File: src/turf_io_pkg.sv
package turf_io_pkg;

    //////////////////////////////
    // General-purpose output
    //////////////////////////////

    // Source selection for TOUT
    // Codes 4 to 7 are not assigned and force the output low
    typedef enum logic [2:0] {
        GPO_SYNC = 3'd0,
        GPO_RUN  = 3'd1,
        GPO_TRIG = 3'd2,
        GPO_PPS  = 3'd3
    } gpo_sel_t;

    //////////////////////////////
    // EMIO input word
    //////////////////////////////

    typedef logic [11:0] emio_word_t;

    // Bit positions inside emio_word_t
    localparam int EMIO_TP1_BIT      = 11;
    localparam int EMIO_PPS_BIT      = 10;
    localparam int EMIO_HSK_DONE_BIT = 2;
    localparam int EMIO_HSK_IRQ_BIT  = 1;
    // Active low, passed through as is
    localparam int EMIO_UART_IRQ_BIT = 0;

    // EMIO output that drives the second GPS external interrupt
    localparam int EMIO_EXTINT_BIT = 9;

    //////////////////////////////
    // 16x baud generators
    //////////////////////////////

    // Housekeeping link at 8 MHz from 100 MHz
    // 82/1024 is within 0.1% of 1/12.5
    localparam int HSK_ACC_W = 10;
    localparam int HSK_INC   = 82;

    // GPS link at 38400 baud, 16x oversampled
    localparam int GPS_ACC_W = 12;
    localparam int GPS_INC   = 25;

endpackage

File: src/turf_id_pkg.sv
package turf_id_pkg;

    //////////////////////////////
    // Identity and version
    //////////////////////////////

    // Four ASCII characters, first character in the top byte
    localparam logic [31:0] IDENT_WORD = "TURF";

    localparam logic [3:0] VER_MAJOR = 4'd0;
    localparam logic [3:0] VER_MINOR = 4'd8;
    localparam logic [7:0] VER_REV   = 8'd12;

    // Only the low 15 bits of the date code reach DATEVERSION
    localparam logic [15:0] FW_DATE = 16'h5a1c;
    localparam logic        REV_B   = 1'b1;

    localparam logic [31:0] DATEVERSION = {REV_B, FW_DATE[14:0],
                                           VER_MAJOR, VER_MINOR, VER_REV};

    //////////////////////////////
    // Register map
    //////////////////////////////

    typedef logic [1:0]  reg_addr_t;
    typedef logic [31:0] reg_data_t;

    localparam reg_addr_t ADDR_IDENT   = 2'd0;
    localparam reg_addr_t ADDR_DATEVER = 2'd1;
    localparam reg_addr_t ADDR_CTRL    = 2'd2;
    localparam reg_addr_t ADDR_BRIDGE  = 2'd3;

    //////////////////////////////
    // Crate bridge
    //////////////////////////////

    // One Aurora link per TURFIO
    localparam int NUM_LINKS = 4;

    // Four valid flags per link
    typedef logic [15:0] bridge_valid_t;

endpackage
File: src/turf_hsk_top.sv
`timescale 1ns/100ps
module turf_hsk_top (
    input  logic                              ps_clk,
    input  logic                              rst_n_i,

    // Register strobe port
    input  logic                              wr_stb_i,
    input  logic                              rd_stb_i,
    input  turf_id_pkg::reg_addr_t            addr_i,
    input  turf_id_pkg::reg_data_t            wdata_i,
    output turf_id_pkg::reg_data_t            rdata_o,

    input  logic [turf_id_pkg::NUM_LINKS-1:0] aurora_up_i,
    input  logic [turf_id_pkg::NUM_LINKS-1:0] bridge_timeout_i,
    output logic                              gpo_en_o,
    output turf_io_pkg::gpo_sel_t             gpo_select_o,
    output logic [7:0]                        bridge_type_o,

    // GPO sources
    input  logic                              sync_ce_i,
    input  logic                              sync_d_i,
    input  logic                              run_ce_i,
    input  logic                              run_d_i,
    input  logic                              trig_ce_i,
    input  logic                              trig_d_i,
    input  logic                              pps_ce_i,
    input  logic                              pps_d_i,
    output logic                              gpo_o,

    // EMIO and GPS pins
    input  logic [1:0]                        timepulse_i,
    input  logic                              pps_pulse_i,
    input  logic                              hsk_complete_i,
    input  logic                              hsk_irq_i,
    input  logic                              uart_irq_b_i,
    input  logic                              photoshutter_i,
    input  logic [15:0]                       emio_o_i,
    input  logic [15:0]                       emio_t_i,
    output turf_io_pkg::emio_word_t           emio_word_o,
    output logic [1:0]                        gps_extint_o,

    // 16x baud ticks
    output logic                              hsk_16x_o,
    output logic                              gps_16x_o
);

    turf_id_regs u_regs (
        .ps_clk           (ps_clk),
        .rst_n_i          (rst_n_i),
        .wr_stb_i         (wr_stb_i),
        .rd_stb_i         (rd_stb_i),
        .addr_i           (addr_i),
        .wdata_i          (wdata_i),
        .rdata_o          (rdata_o),
        .aurora_up_i      (aurora_up_i),
        .bridge_timeout_i (bridge_timeout_i),
        .gpo_en_o         (gpo_en_o),
        .gpo_select_o     (gpo_select_o),
        .bridge_type_o    (bridge_type_o)
    );

    // TOUT driver
    turf_gpo_mux u_gpo_mux (
        .ps_clk       (ps_clk),
        .rst_n_i      (rst_n_i),
        .gpo_en_i     (gpo_en_o),
        .gpo_select_i (gpo_select_o),
        .sync_ce_i    (sync_ce_i),
        .sync_d_i     (sync_d_i),
        .run_ce_i     (run_ce_i),
        .run_d_i      (run_d_i),
        .trig_ce_i    (trig_ce_i),
        .trig_d_i     (trig_d_i),
        .pps_ce_i     (pps_ce_i),
        .pps_d_i      (pps_d_i),
        .gpo_o        (gpo_o)
    );

    turf_emio_gpio u_emio (
        .ps_clk         (ps_clk),
        .rst_n_i        (rst_n_i),
        .timepulse_i    (timepulse_i),
        .pps_pulse_i    (pps_pulse_i),
        .hsk_complete_i (hsk_complete_i),
        .hsk_irq_i      (hsk_irq_i),
        .uart_irq_b_i   (uart_irq_b_i),
        .photoshutter_i (photoshutter_i),
        .emio_o_i       (emio_o_i),
        .emio_t_i       (emio_t_i),
        .emio_word_o    (emio_word_o),
        .gps_extint_o   (gps_extint_o)
    );

    //////////////////////////////
    // Baud generators
    //////////////////////////////

    turf_baud_tick #(
        .ACC_W (turf_io_pkg::HSK_ACC_W),
        .INC   (turf_io_pkg::HSK_INC)
    ) u_hsk_baud (
        .ps_clk  (ps_clk),
        .rst_n_i (rst_n_i),
        .tick_o  (hsk_16x_o)
    );

    turf_baud_tick #(
        .ACC_W (turf_io_pkg::GPS_ACC_W),
        .INC   (turf_io_pkg::GPS_INC)
    ) u_gps_baud (
        .ps_clk  (ps_clk),
        .rst_n_i (rst_n_i),
        .tick_o  (gps_16x_o)
    );

endmodule

File: src/turf_id_regs.sv
`timescale 1ns/100ps
module turf_id_regs (
    input  logic                                  ps_clk,
    input  logic                                  rst_n_i,

    input  logic                                  wr_stb_i,
    input  logic                                  rd_stb_i,
    input  turf_id_pkg::reg_addr_t                addr_i,
    input  turf_id_pkg::reg_data_t                wdata_i,
    output turf_id_pkg::reg_data_t                rdata_o,

    input  logic [turf_id_pkg::NUM_LINKS-1:0]     aurora_up_i,
    input  logic [turf_id_pkg::NUM_LINKS-1:0]     bridge_timeout_i,

    output logic                                  gpo_en_o,
    output turf_io_pkg::gpo_sel_t                 gpo_select_o,
    output logic [7:0]                            bridge_type_o
);

    //////////////////////////////
    // Bridge status
    //////////////////////////////

    turf_id_pkg::bridge_valid_t              bridge_valid;
    logic [turf_id_pkg::NUM_LINKS-1:0]       timeout_q;
    logic [turf_id_pkg::NUM_LINKS-1:0]       timeout_clr;

    // Per link: two unimplemented types, Aurora, and the always-valid none type
    generate
        for (genvar n = 0; n < turf_id_pkg::NUM_LINKS; n++) begin : g_valid
            assign bridge_valid[4*n +: 4] = {2'b00, aurora_up_i[n], 1'b1};
        end
    endgenerate

    // Write-one-to-clear on the bridge register
    assign timeout_clr = (wr_stb_i && addr_i == turf_id_pkg::ADDR_BRIDGE)
                         ? wdata_i[19:16] : '0;

    always_ff @(posedge ps_clk) begin
        if (!rst_n_i) begin
            timeout_q <= '0;
        end else begin
            // A new timeout beats a clear on the same edge
            timeout_q <= (timeout_q & ~timeout_clr) | bridge_timeout_i;
        end
    end

    //////////////////////////////
    // Control register
    //////////////////////////////

    always_ff @(posedge ps_clk) begin
        if (!rst_n_i) begin
            gpo_en_o      <= 1'b0;
            gpo_select_o  <= turf_io_pkg::GPO_SYNC;
            bridge_type_o <= 8'h00;
        end else if (wr_stb_i && addr_i == turf_id_pkg::ADDR_CTRL) begin
            gpo_en_o      <= wdata_i[0];
            gpo_select_o  <= turf_io_pkg::gpo_sel_t'(wdata_i[3:1]);
            bridge_type_o <= wdata_i[15:8];
        end
    end

    //////////////////////////////
    // Read path
    //////////////////////////////

    turf_id_pkg::reg_data_t rd_mux;

    always_comb begin
        rd_mux = '0;
        case (addr_i)
            turf_id_pkg::ADDR_IDENT:   rd_mux = turf_id_pkg::IDENT_WORD;
            turf_id_pkg::ADDR_DATEVER: rd_mux = turf_id_pkg::DATEVERSION;
            turf_id_pkg::ADDR_CTRL: begin
                rd_mux[0]    = gpo_en_o;
                rd_mux[3:1]  = gpo_select_o;
                rd_mux[15:8] = bridge_type_o;
            end
            turf_id_pkg::ADDR_BRIDGE: begin
                rd_mux[15:0]  = bridge_valid;
                rd_mux[19:16] = timeout_q;
            end
        endcase
    end

    // Held until the next read strobe
    always_ff @(posedge ps_clk) begin
        if (!rst_n_i) begin
            rdata_o <= '0;
        end else if (rd_stb_i) begin
            rdata_o <= rd_mux;
        end
    end

    // The bus side issues one access per cycle
    a_no_rw_overlap: assert property (
        @(posedge ps_clk) disable iff (!rst_n_i)
        !(wr_stb_i && rd_stb_i)
    );

endmodule

File: src/turf_emio_gpio.sv
`timescale 1ns/100ps
module turf_emio_gpio (
    input  logic                   ps_clk,
    input  logic                   rst_n_i,

    input  logic [1:0]             timepulse_i,
    input  logic                   pps_pulse_i,
    input  logic                   hsk_complete_i,
    input  logic                   hsk_irq_i,
    input  logic                   uart_irq_b_i,

    input  logic                   photoshutter_i,
    input  logic [15:0]            emio_o_i,
    input  logic [15:0]            emio_t_i,

    output turf_io_pkg::emio_word_t emio_word_o,
    output logic [1:0]             gps_extint_o
);

    // Levels that cross into ps_clk
    localparam int SYNC_W = 5;

    logic [SYNC_W-1:0] async_lvl;
    logic [SYNC_W-1:0] sync_q1;
    logic [SYNC_W-1:0] sync_q2;

    // Timepulse 0 goes to the time subsystem, only timepulse 1 lands here
    assign async_lvl = {timepulse_i[1], pps_pulse_i, hsk_complete_i,
                        hsk_irq_i, uart_irq_b_i};

    //////////////////////////////
    // Two-stage synchronizer
    //////////////////////////////

    always_ff @(posedge ps_clk) begin
        if (!rst_n_i) begin
            sync_q1 <= '0;
            sync_q2 <= '0;
        end else begin
            sync_q1 <= async_lvl;
            sync_q2 <= sync_q1;
        end
    end

    // Pack into the EMIO layout, unused bits stay zero
    always_comb begin
        emio_word_o = '0;
        emio_word_o[turf_io_pkg::EMIO_TP1_BIT]      = sync_q2[4];
        emio_word_o[turf_io_pkg::EMIO_PPS_BIT]      = sync_q2[3];
        emio_word_o[turf_io_pkg::EMIO_HSK_DONE_BIT] = sync_q2[2];
        emio_word_o[turf_io_pkg::EMIO_HSK_IRQ_BIT]  = sync_q2[1];
        emio_word_o[turf_io_pkg::EMIO_UART_IRQ_BIT] = sync_q2[0];
    end

    //////////////////////////////
    // GPS external interrupts
    //////////////////////////////

    assign gps_extint_o[0] = photoshutter_i;
    // Only driven high while the EMIO pin is an output
    assign gps_extint_o[1] = emio_o_i[turf_io_pkg::EMIO_EXTINT_BIT]
                             & ~emio_t_i[turf_io_pkg::EMIO_EXTINT_BIT];

endmodule

File: src/turf_gpo_mux.sv
`timescale 1ns/100ps
module turf_gpo_mux (
    input  logic                 ps_clk,
    input  logic                 rst_n_i,

    input  logic                 gpo_en_i,
    input  turf_io_pkg::gpo_sel_t gpo_select_i,

    input  logic                 sync_ce_i,
    input  logic                 sync_d_i,
    input  logic                 run_ce_i,
    input  logic                 run_d_i,
    input  logic                 trig_ce_i,
    input  logic                 trig_d_i,
    input  logic                 pps_ce_i,
    input  logic                 pps_d_i,

    output logic                 gpo_o
);

    //////////////////////////////
    // Source decode
    //////////////////////////////

    logic sel_valid;
    logic sel_ce;
    logic sel_d;

    always_comb begin
        sel_valid = 1'b1;
        sel_ce    = 1'b0;
        sel_d     = 1'b0;
        case (gpo_select_i)
            turf_io_pkg::GPO_SYNC: begin
                sel_ce = sync_ce_i;
                sel_d  = sync_d_i;
            end
            turf_io_pkg::GPO_RUN: begin
                sel_ce = run_ce_i;
                sel_d  = run_d_i;
            end
            turf_io_pkg::GPO_TRIG: begin
                sel_ce = trig_ce_i;
                sel_d  = trig_d_i;
            end
            turf_io_pkg::GPO_PPS: begin
                sel_ce = pps_ce_i;
                sel_d  = pps_d_i;
            end
            default: begin
                // Unassigned code
                sel_valid = 1'b0;
            end
        endcase
    end

    //////////////////////////////
    // Output register
    //////////////////////////////

    always_ff @(posedge ps_clk) begin
        if (!rst_n_i) begin
            gpo_o <= 1'b0;
        end else if (!gpo_en_i || !sel_valid) begin
            gpo_o <= 1'b0;
        end else if (sel_ce) begin
            gpo_o <= sel_d;
        end
    end

endmodule

File: src/turf_baud_tick.sv
`timescale 1ns/100ps
module turf_baud_tick #(
    parameter int ACC_W = 10,
    parameter int INC   = 82
) (
    input  logic ps_clk,
    input  logic rst_n_i,
    output logic tick_o
);

    // Increment extended to the accumulator width
    localparam logic [ACC_W:0] INC_EXT = (ACC_W + 1)'(INC);

    // Top bit holds the carry out of the last addition
    logic [ACC_W:0] acc;

    always_ff @(posedge ps_clk) begin
        if (!rst_n_i) begin
            acc <= '0;
        end else begin
            // Carry is dropped before each add so it lasts one cycle
            acc <= {1'b0, acc[ACC_W-1:0]} + INC_EXT;
        end
    end

    assign tick_o = acc[ACC_W];

    // Back-to-back carries are impossible at up to half the range
    generate
        if (INC <= (1 << (ACC_W - 1))) begin : g_tick_chk
            a_single_cycle_tick: assert property (
                @(posedge ps_clk) disable iff (!rst_n_i)
                tick_o |=> !tick_o
            );
        end
    endgenerate

endmodule

File: config.mk
export PLATFORM = sky130hd
export DESIGN_NAME = turf_hsk_top
export DESIGN_NICKNAME = d
export VERILOG_FILES = /design/src/turf_io_pkg.sv /design/src/turf_id_pkg.sv /design/src/turf_hsk_top.sv /design/src/turf_id_regs.sv /design/src/turf_emio_gpio.sv /design/src/turf_gpo_mux.sv /design/src/turf_baud_tick.sv
export SDC_FILE = /design/constraint.sdc
export NUM_CORES = 1
export LEC_CHECK = 0
export ABC_AREA = 1
export BUFFER_PORTS_ARGS = -buffer_cell sky130_fd_sc_hd__clkbuf_2
export CAP_MARGIN = 20
export CORE_ASPECT_RATIO = 1.25
export CORE_MARGIN = 3
export CORE_UTILIZATION = 45
export DETAILED_ROUTE_END_ITERATION = 8
export PLACE_DENSITY = 0.86
export SLEW_MARGIN = 20
export SYNTH_ARGS = -nofsm -noshare
export SYNTH_HDL_FRONTEND = slang
export SYNTH_SLANG_ARGS = --single-unit
File: constraint.sdc
create_clock -name ps_clk -period 3.6 [get_ports ps_clk]
set_input_delay 0.72 -clock ps_clk [delete_from_list [all_inputs] [get_ports ps_clk]]
set_output_delay 0.72 -clock ps_clk [all_outputs]
set_load 0.05 [all_outputs]
# Word-level counts from Yosys, hierarchy flattened
# Cells that the tools add are included.
word_totals:
  reg_bits: 83
  input_bits: 93
  output_inout_bits: 61
  word_cells: 42
classes:
  addsub: 2
  eq_ne: 6
  n_mux: 9
  n_bitwise: 6
  reduce_logical: 9
op_table:
  columns: ["cell", "n"]
  rows:
  - ["case mux 8 bit (4 select lines)", 1]
  - ["case mux 12 bit (2 select lines)", 1]
  - ["case mux 4 bit (4 select lines)", 1]
  - ["adder 12 x 5 -> 13 bit, second input constant", 1]
  - ["case mux 4 bit (3 select lines)", 1]
  - ["adder 10 x 7 -> 11 bit, second input constant", 1]
  - ["case mux 1 bit (4 select lines)", 2]
  - ["== test 3 x 2 -> 1 bit, second input constant", 2]
  - ["case mux 3 bit (2 select lines)", 1]
  - ["bitwise AND 4 bit", 1]
  - ["== test 2 bit, second input constant", 2]
  - ["two-way mux 4 bit", 1]
  - ["NOT 4 bit", 1]
  - ["OR 4 bit", 1]
  - ["OR reduction 4 bit", 1]
  - ["== test 3 x 1 -> 1 bit, second input constant", 1]
  - ["logical NOT 3 bit", 1]
  - ["== test 2 x 1 -> 1 bit, second input constant", 1]
  - ["logical AND 1 bit", 2]
  - ["logical NOT 1 bit", 2]
  - ["logical NOT 2 bit", 1]
  - ["NOT 1 bit", 2]
  - ["OR reduction 2 bit", 1]
  - ["bitwise AND 1 bit", 1]
  - ["2 further kinds", 2]

# Logic depth before layout (Yosys ltp)
depth:
  word_depth: 6
  mapped_depth: 8
  mapped_depth_nobuf: 8

# Modules after synthesis
# From an unflattened synthesis, not the netlist that was laid out.
unflattened:
  cells_unflattened: 412
  area_unflattened_um2: 3066.7
by_module_without_submodules:
  columns: ["mod", "n_inst", "cells_per_inst", "area_per_inst_um2", "seq_area_each_um2"]
  rows:
  - ["turf_id_regs", 1, 205, 1571.5, 740.7]
  - ["turf_baud_tick at u_gps_baud", 1, 72, 551.8, 260.2]
  - ["turf_baud_tick at u_hsk_baud", 1, 64, 437.9, 200.2]
  - ["turf_emio_gpio", 1, 42, 357.8, 200.2]
  - ["turf_gpo_mux", 1, 29, 147.6, 20.0]

# Worst setup path after synthesis
# No wires, ideal clock.
synth_path:
  path_kind: "input-to-output"
  from: "input emio_o_i[9]"
  to: "output gps_extint_o[1]"
  arrival_ns: 1.386
  required_time_ns: 2.880
  slack_ns: 1.494
  cell_stages: 2
  path_buffers: 0
  path_cell_list: "inv_1 -> nor2_1"
synth_between:
  elab_chain_len: 1
synth_lines:
  columns: ["item", "line", "rtl"]
  rows:
  - ["from (decl)", "turf_hsk_top.sv:37", "input logic [15:0] emio_o_i,"]
  - ["bitwise AND 1 bit", "turf_emio_gpio.sv:62", "& ~emio_t_i[turf_io_pkg::EMIO_EXTINT_BIT];"]
  - ["to (decl)", "turf_hsk_top.sv:40", "output logic [1:0] gps_extint_o,"]
# No other way between the ends.

# Final worst setup path
layout_path:
  from: "register u_regs.gpo_select_o[0]"
  to: "output gpo_select_o[0]"
layout_lines:
  columns: ["item", "line", "rtl"]
  rows:
  - ["from (decl)", "turf_id_regs.sv:16", "output turf_io_pkg::gpo_sel_t gpo_select_o,"]
  - ["from (signal assigned)", "turf_id_regs.sv:55", "gpo_select_o <= turf_io_pkg::GPO_SYNC;"]
  - ["from (signal assigned)", "turf_id_regs.sv:59", "gpo_select_o <= turf_io_pkg::gpo_sel_t'(wdata_i[3:1]);"]
  - ["to (decl)", "turf_hsk_top.sv:16", "output turf_io_pkg::gpo_sel_t gpo_select_o,"]
# No word-level cell between the ends.

==> impl_results.md <==
* Number of hold-repair buffers added at the cts stage at 0
* Launching point of the worst reg2reg path: u_gps_baud.acc[0]
* Count of nets after finishing at 554
* Min-Delay Path Class: reg -> reg
* Busiest layer in global routing: met2
* Switching portion of total power at 0.278
* Count of port buffers added during placement at 92
* Clock slew seen by the registers of the worst setup and hold paths at 0.08 ns
* Power density over cell area at 533 nW/um2
* DRC errors left at 0
* Die footprint at 7410 um2
* Clock sink total at 71
* Yosys top cell area share at 0.493
* Share of flip-flops with an asynchronous set or reset after synthesis at 0
* Core Region at 6210 um2
* Number of flops mapped to enable cells by yosys at 0
* Internal reg-to-reg setup slack at 2.29 ns
* GR Util All Layers at 0.178
* Number of antenna violations at the first check in global routing at 0
* Area overhead of the layout relative to synthesis at 22.1%
* CP Data Arrival Time at 1.20 ns
* Post-cts sizing count at 0
* Most common library cells after synthesis: sky130_fd_sc_hd__dfxtp_1, sky130_fd_sc_hd__nand2_1, sky130_fd_sc_hd__a21oi_1
* Startpoint type of the worst setup path: flop
* Area of the mapped netlist at 2880 um2
* Number of standard-cell rows in the floorplan at 32
* CP endpoint: gpo_select_o[0]
* Slew Viols, Final at 0
* Setup-violating endpoint count in the final report at 0
* Routability congestion estimate from global placement at 0.784
* Die X-Extent at 77.6 um
* Number of levels in the clock H-tree at 3
* Synth warnings at 0
* Total wirelength of the detailed-routed design at 6330 um
* Critical path start-end classification: reg -> out
* Critical path capture point type: output pin
* Count of nets left with antenna violations after detail routing at 0
* Number of max-capacitance violations reported at 0
* Fin crit share at 0.532
* Sequential share of power at 0.458
* First-pass detailed-route iteration total at 4
* Slew HR at 0.594
* Number of buffers on the longest clock path at 2
* Number of buffers created by CTS at 9
* Iter 0 DRT Violations at 74
* Sw Pwr at 0.521 mW
* Kind of cell adding the most delay to the critical path: flip-flops
* M3 GR Usage at 0.0690
* GR Util met2 at 0.311
* Capture point of the worst reg-to-reg path: u_gps_baud.acc[10]
* Number of inserted diodes at 0
* # IOs at 154
* Status: completed
* Number of register bits inferred by synthesis at 71
* Number of buffer and inverter instances along the worst setup path at 1
* Share of final-layout standard cells stronger than drive strength 1 at 0.250
* Internal at 1.35 mW
* Worst-path fanout max at 8
* Most used flip-flop cell after synthesis: sky130_fd_sc_hd__dfxtp_1
* Clock latency of the later-clocked register in the worst-skew pair at 0.34 ns
* Critical path launch point: u_regs.gpo_select_o[0]
* Met1 Resource Use GR at 0.196
* Setup Fix Bufs, Post-CTS at 0
* Non-Filler Cell Area, Final at 3520 um2
* Master cell of the clock root buffer: sky130_fd_sc_hd__clkbuf_8
* Post-detail-place hpwl at 4560 um
* Share of the yosys chip area belonging to registers at 0.493
* RSZ-0062 raised after global routing: no
* Maximum frequency from static timing analysis at 522 MHz
* Min cycle time layout at 1.92 ns
* Sum of negative setup slack at 0 ns
* Ordered cell list for the critical path: clkbuf_2
* Final Core Density at 0.567
* Most instantiated library cell after synthesis: sky130_fd_sc_hd__dfxtp_1
* Number of hold violations in the final report at 0
* Height of the chip at 95.5 um
* CP max stage cell: sky130_fd_sc_hd__dfxtp_1
* Cell depth of the worst flop-to-flop path at 6
* Wire length of the first global-routing pass at 10500 um
* Routed via count divided by cell count at 4.79
* Wire per inst at 11.5 um
* Largest net degree at the start of global routing at 38
* CTS tree: built
* Vias at 2628
* Library cell occupying the most area in the post-synthesis netlist: sky130_fd_sc_hd__dfxtp_1
* Relative contribution of combinational cells to total power at 0.144
* Worst clock skew at 0.00403 ns
* IR Drop Worst-Case VDD at 0.374 mV
* Crit. path cell count at 1
* Worst endpoint required time at 2.88 ns
* Global route total overflow at 0
* Transition time at the pin with the least slew margin at 0.607 ns
* DP Area at 3280 um2
* Post-synthesis cell count at 375
* Clock network fraction of design power at 0.398
* Top cells by area in the synthesized netlist: sky130_fd_sc_hd__dfxtp_1, sky130_fd_sc_hd__nand2_1, sky130_fd_sc_hd__a21oi_1
* Number of distinct standard cells referenced by the synthesized netlist at 25
* Critical path's largest stage delay at 0.51 ns
* Initial standard-cell utilization of the core at 0.465
* Synthesized area divided by synthesized cell count at 7.69 um2
* LEAKAGE at 1.74 nW
* Vias in the first global route at 2397
[metrics by stage]
stage	total power [mW]	setup slack, ns	hold WS, ns	instances
after floorplan	1.09	1.49	0.390	386
after global placement	1.14	1.69	0.394	533
after detailed placement	1.15	1.70	0.404	533
after CTS	1.88	1.68	0.420	549
after global routing	1.95	1.65	0.441	549
final	1.87	1.68	0.417	549
[cell families (layout without fill, tap and decap cells)]
group / after synthesis / count (layout) / synth area share
simple gates: 146 / 146 / 0.222
compound gates: 79 / 79 / 0.141
buf+inv: 76 / 154 / 0.134
flops: 71 / 71 / 0.493
fa+ha+maj: 2 / 2 / 0.00868
other cells: 1 / 12 / 0.00130
[sequential cells by signal, summed over array words and instances, names as in the netlist]
name	count
u_emio.sync_q1	5
u_emio.sync_q2	5
u_gpo_mux.gpo_o	1
u_gps_baud.acc	13
u_hsk_baud.acc	10
u_regs.bridge_type_o	8
u_regs.gpo_en_o	1
u_regs.gpo_select_o	3
u_regs.rdata_o	21
u_regs.timeout_q	4
[area by class of cell]
type / count / area, um2
fill: 558 / 2690
sequential: 71 / 1420
multi-input combinational: 239 / 1120
timing repair buffer: 93 / 468
inverter: 45 / 170
clock buffer: 10 / 128
clock inverter: 6 / 109
tap: 85 / 106
[how the worst min path moves through the flow]
stage                        endpoint  slack [ns]  depth (start not counted)              start
global placement    u_emio.sync_q2[4]        0.39                          2  u_emio.sync_q1[4]
global route        u_emio.sync_q2[3]        0.44                          2  u_emio.sync_q1[3]
detailed placement  u_emio.sync_q2[3]        0.40                          2  u_emio.sync_q1[3]
CTS                 u_emio.sync_q2[0]        0.42                          2  u_emio.sync_q1[0]
floorplan           u_emio.sync_q2[0]        0.39                          2  u_emio.sync_q1[0]
finish              u_emio.sync_q2[1]        0.42                          2  u_emio.sync_q1[1]
[per-layer routing]
metal / vias to the layer above / routed length (um)
met5: - / 0
met4: 0 / 71
met3: 6 / 550
met2: 96 / 3050
met1: 1171 / 2660
li1: 1355 / -
[layout by cell type, fill, tap and decap left out, types with 9 or more instances in the layout]
cell type / synthesis / final
sky130_fd_sc_hd__clkbuf_8: 0 / 9
sky130_fd_sc_hd__inv_1: 42 / 42
sky130_fd_sc_hd__nand2_1: 67 / 67
sky130_fd_sc_hd__clkbuf_2: 0 / 92
sky130_fd_sc_hd__conb_1: 1 / 12
sky130_fd_sc_hd__o21ai_0: 28 / 28
sky130_fd_sc_hd__dfxtp_1: 71 / 71
sky130_fd_sc_hd__nor2_1: 30 / 30
sky130_fd_sc_hd__a21oi_1: 46 / 46
sky130_fd_sc_hd__nand3_1: 33 / 33
[power by group through the flow]
stage               logic, mW  registers [mW]  clock network, mW
floorplan               0.154           0.938                  0
global placement        0.265           0.873                  0
detailed placement      0.270           0.875                  0
CTS                     0.271           0.858              0.755
global route            0.295           0.864              0.795
finish                  0.270           0.858              0.747
Power figures use the tool's default switching activity.
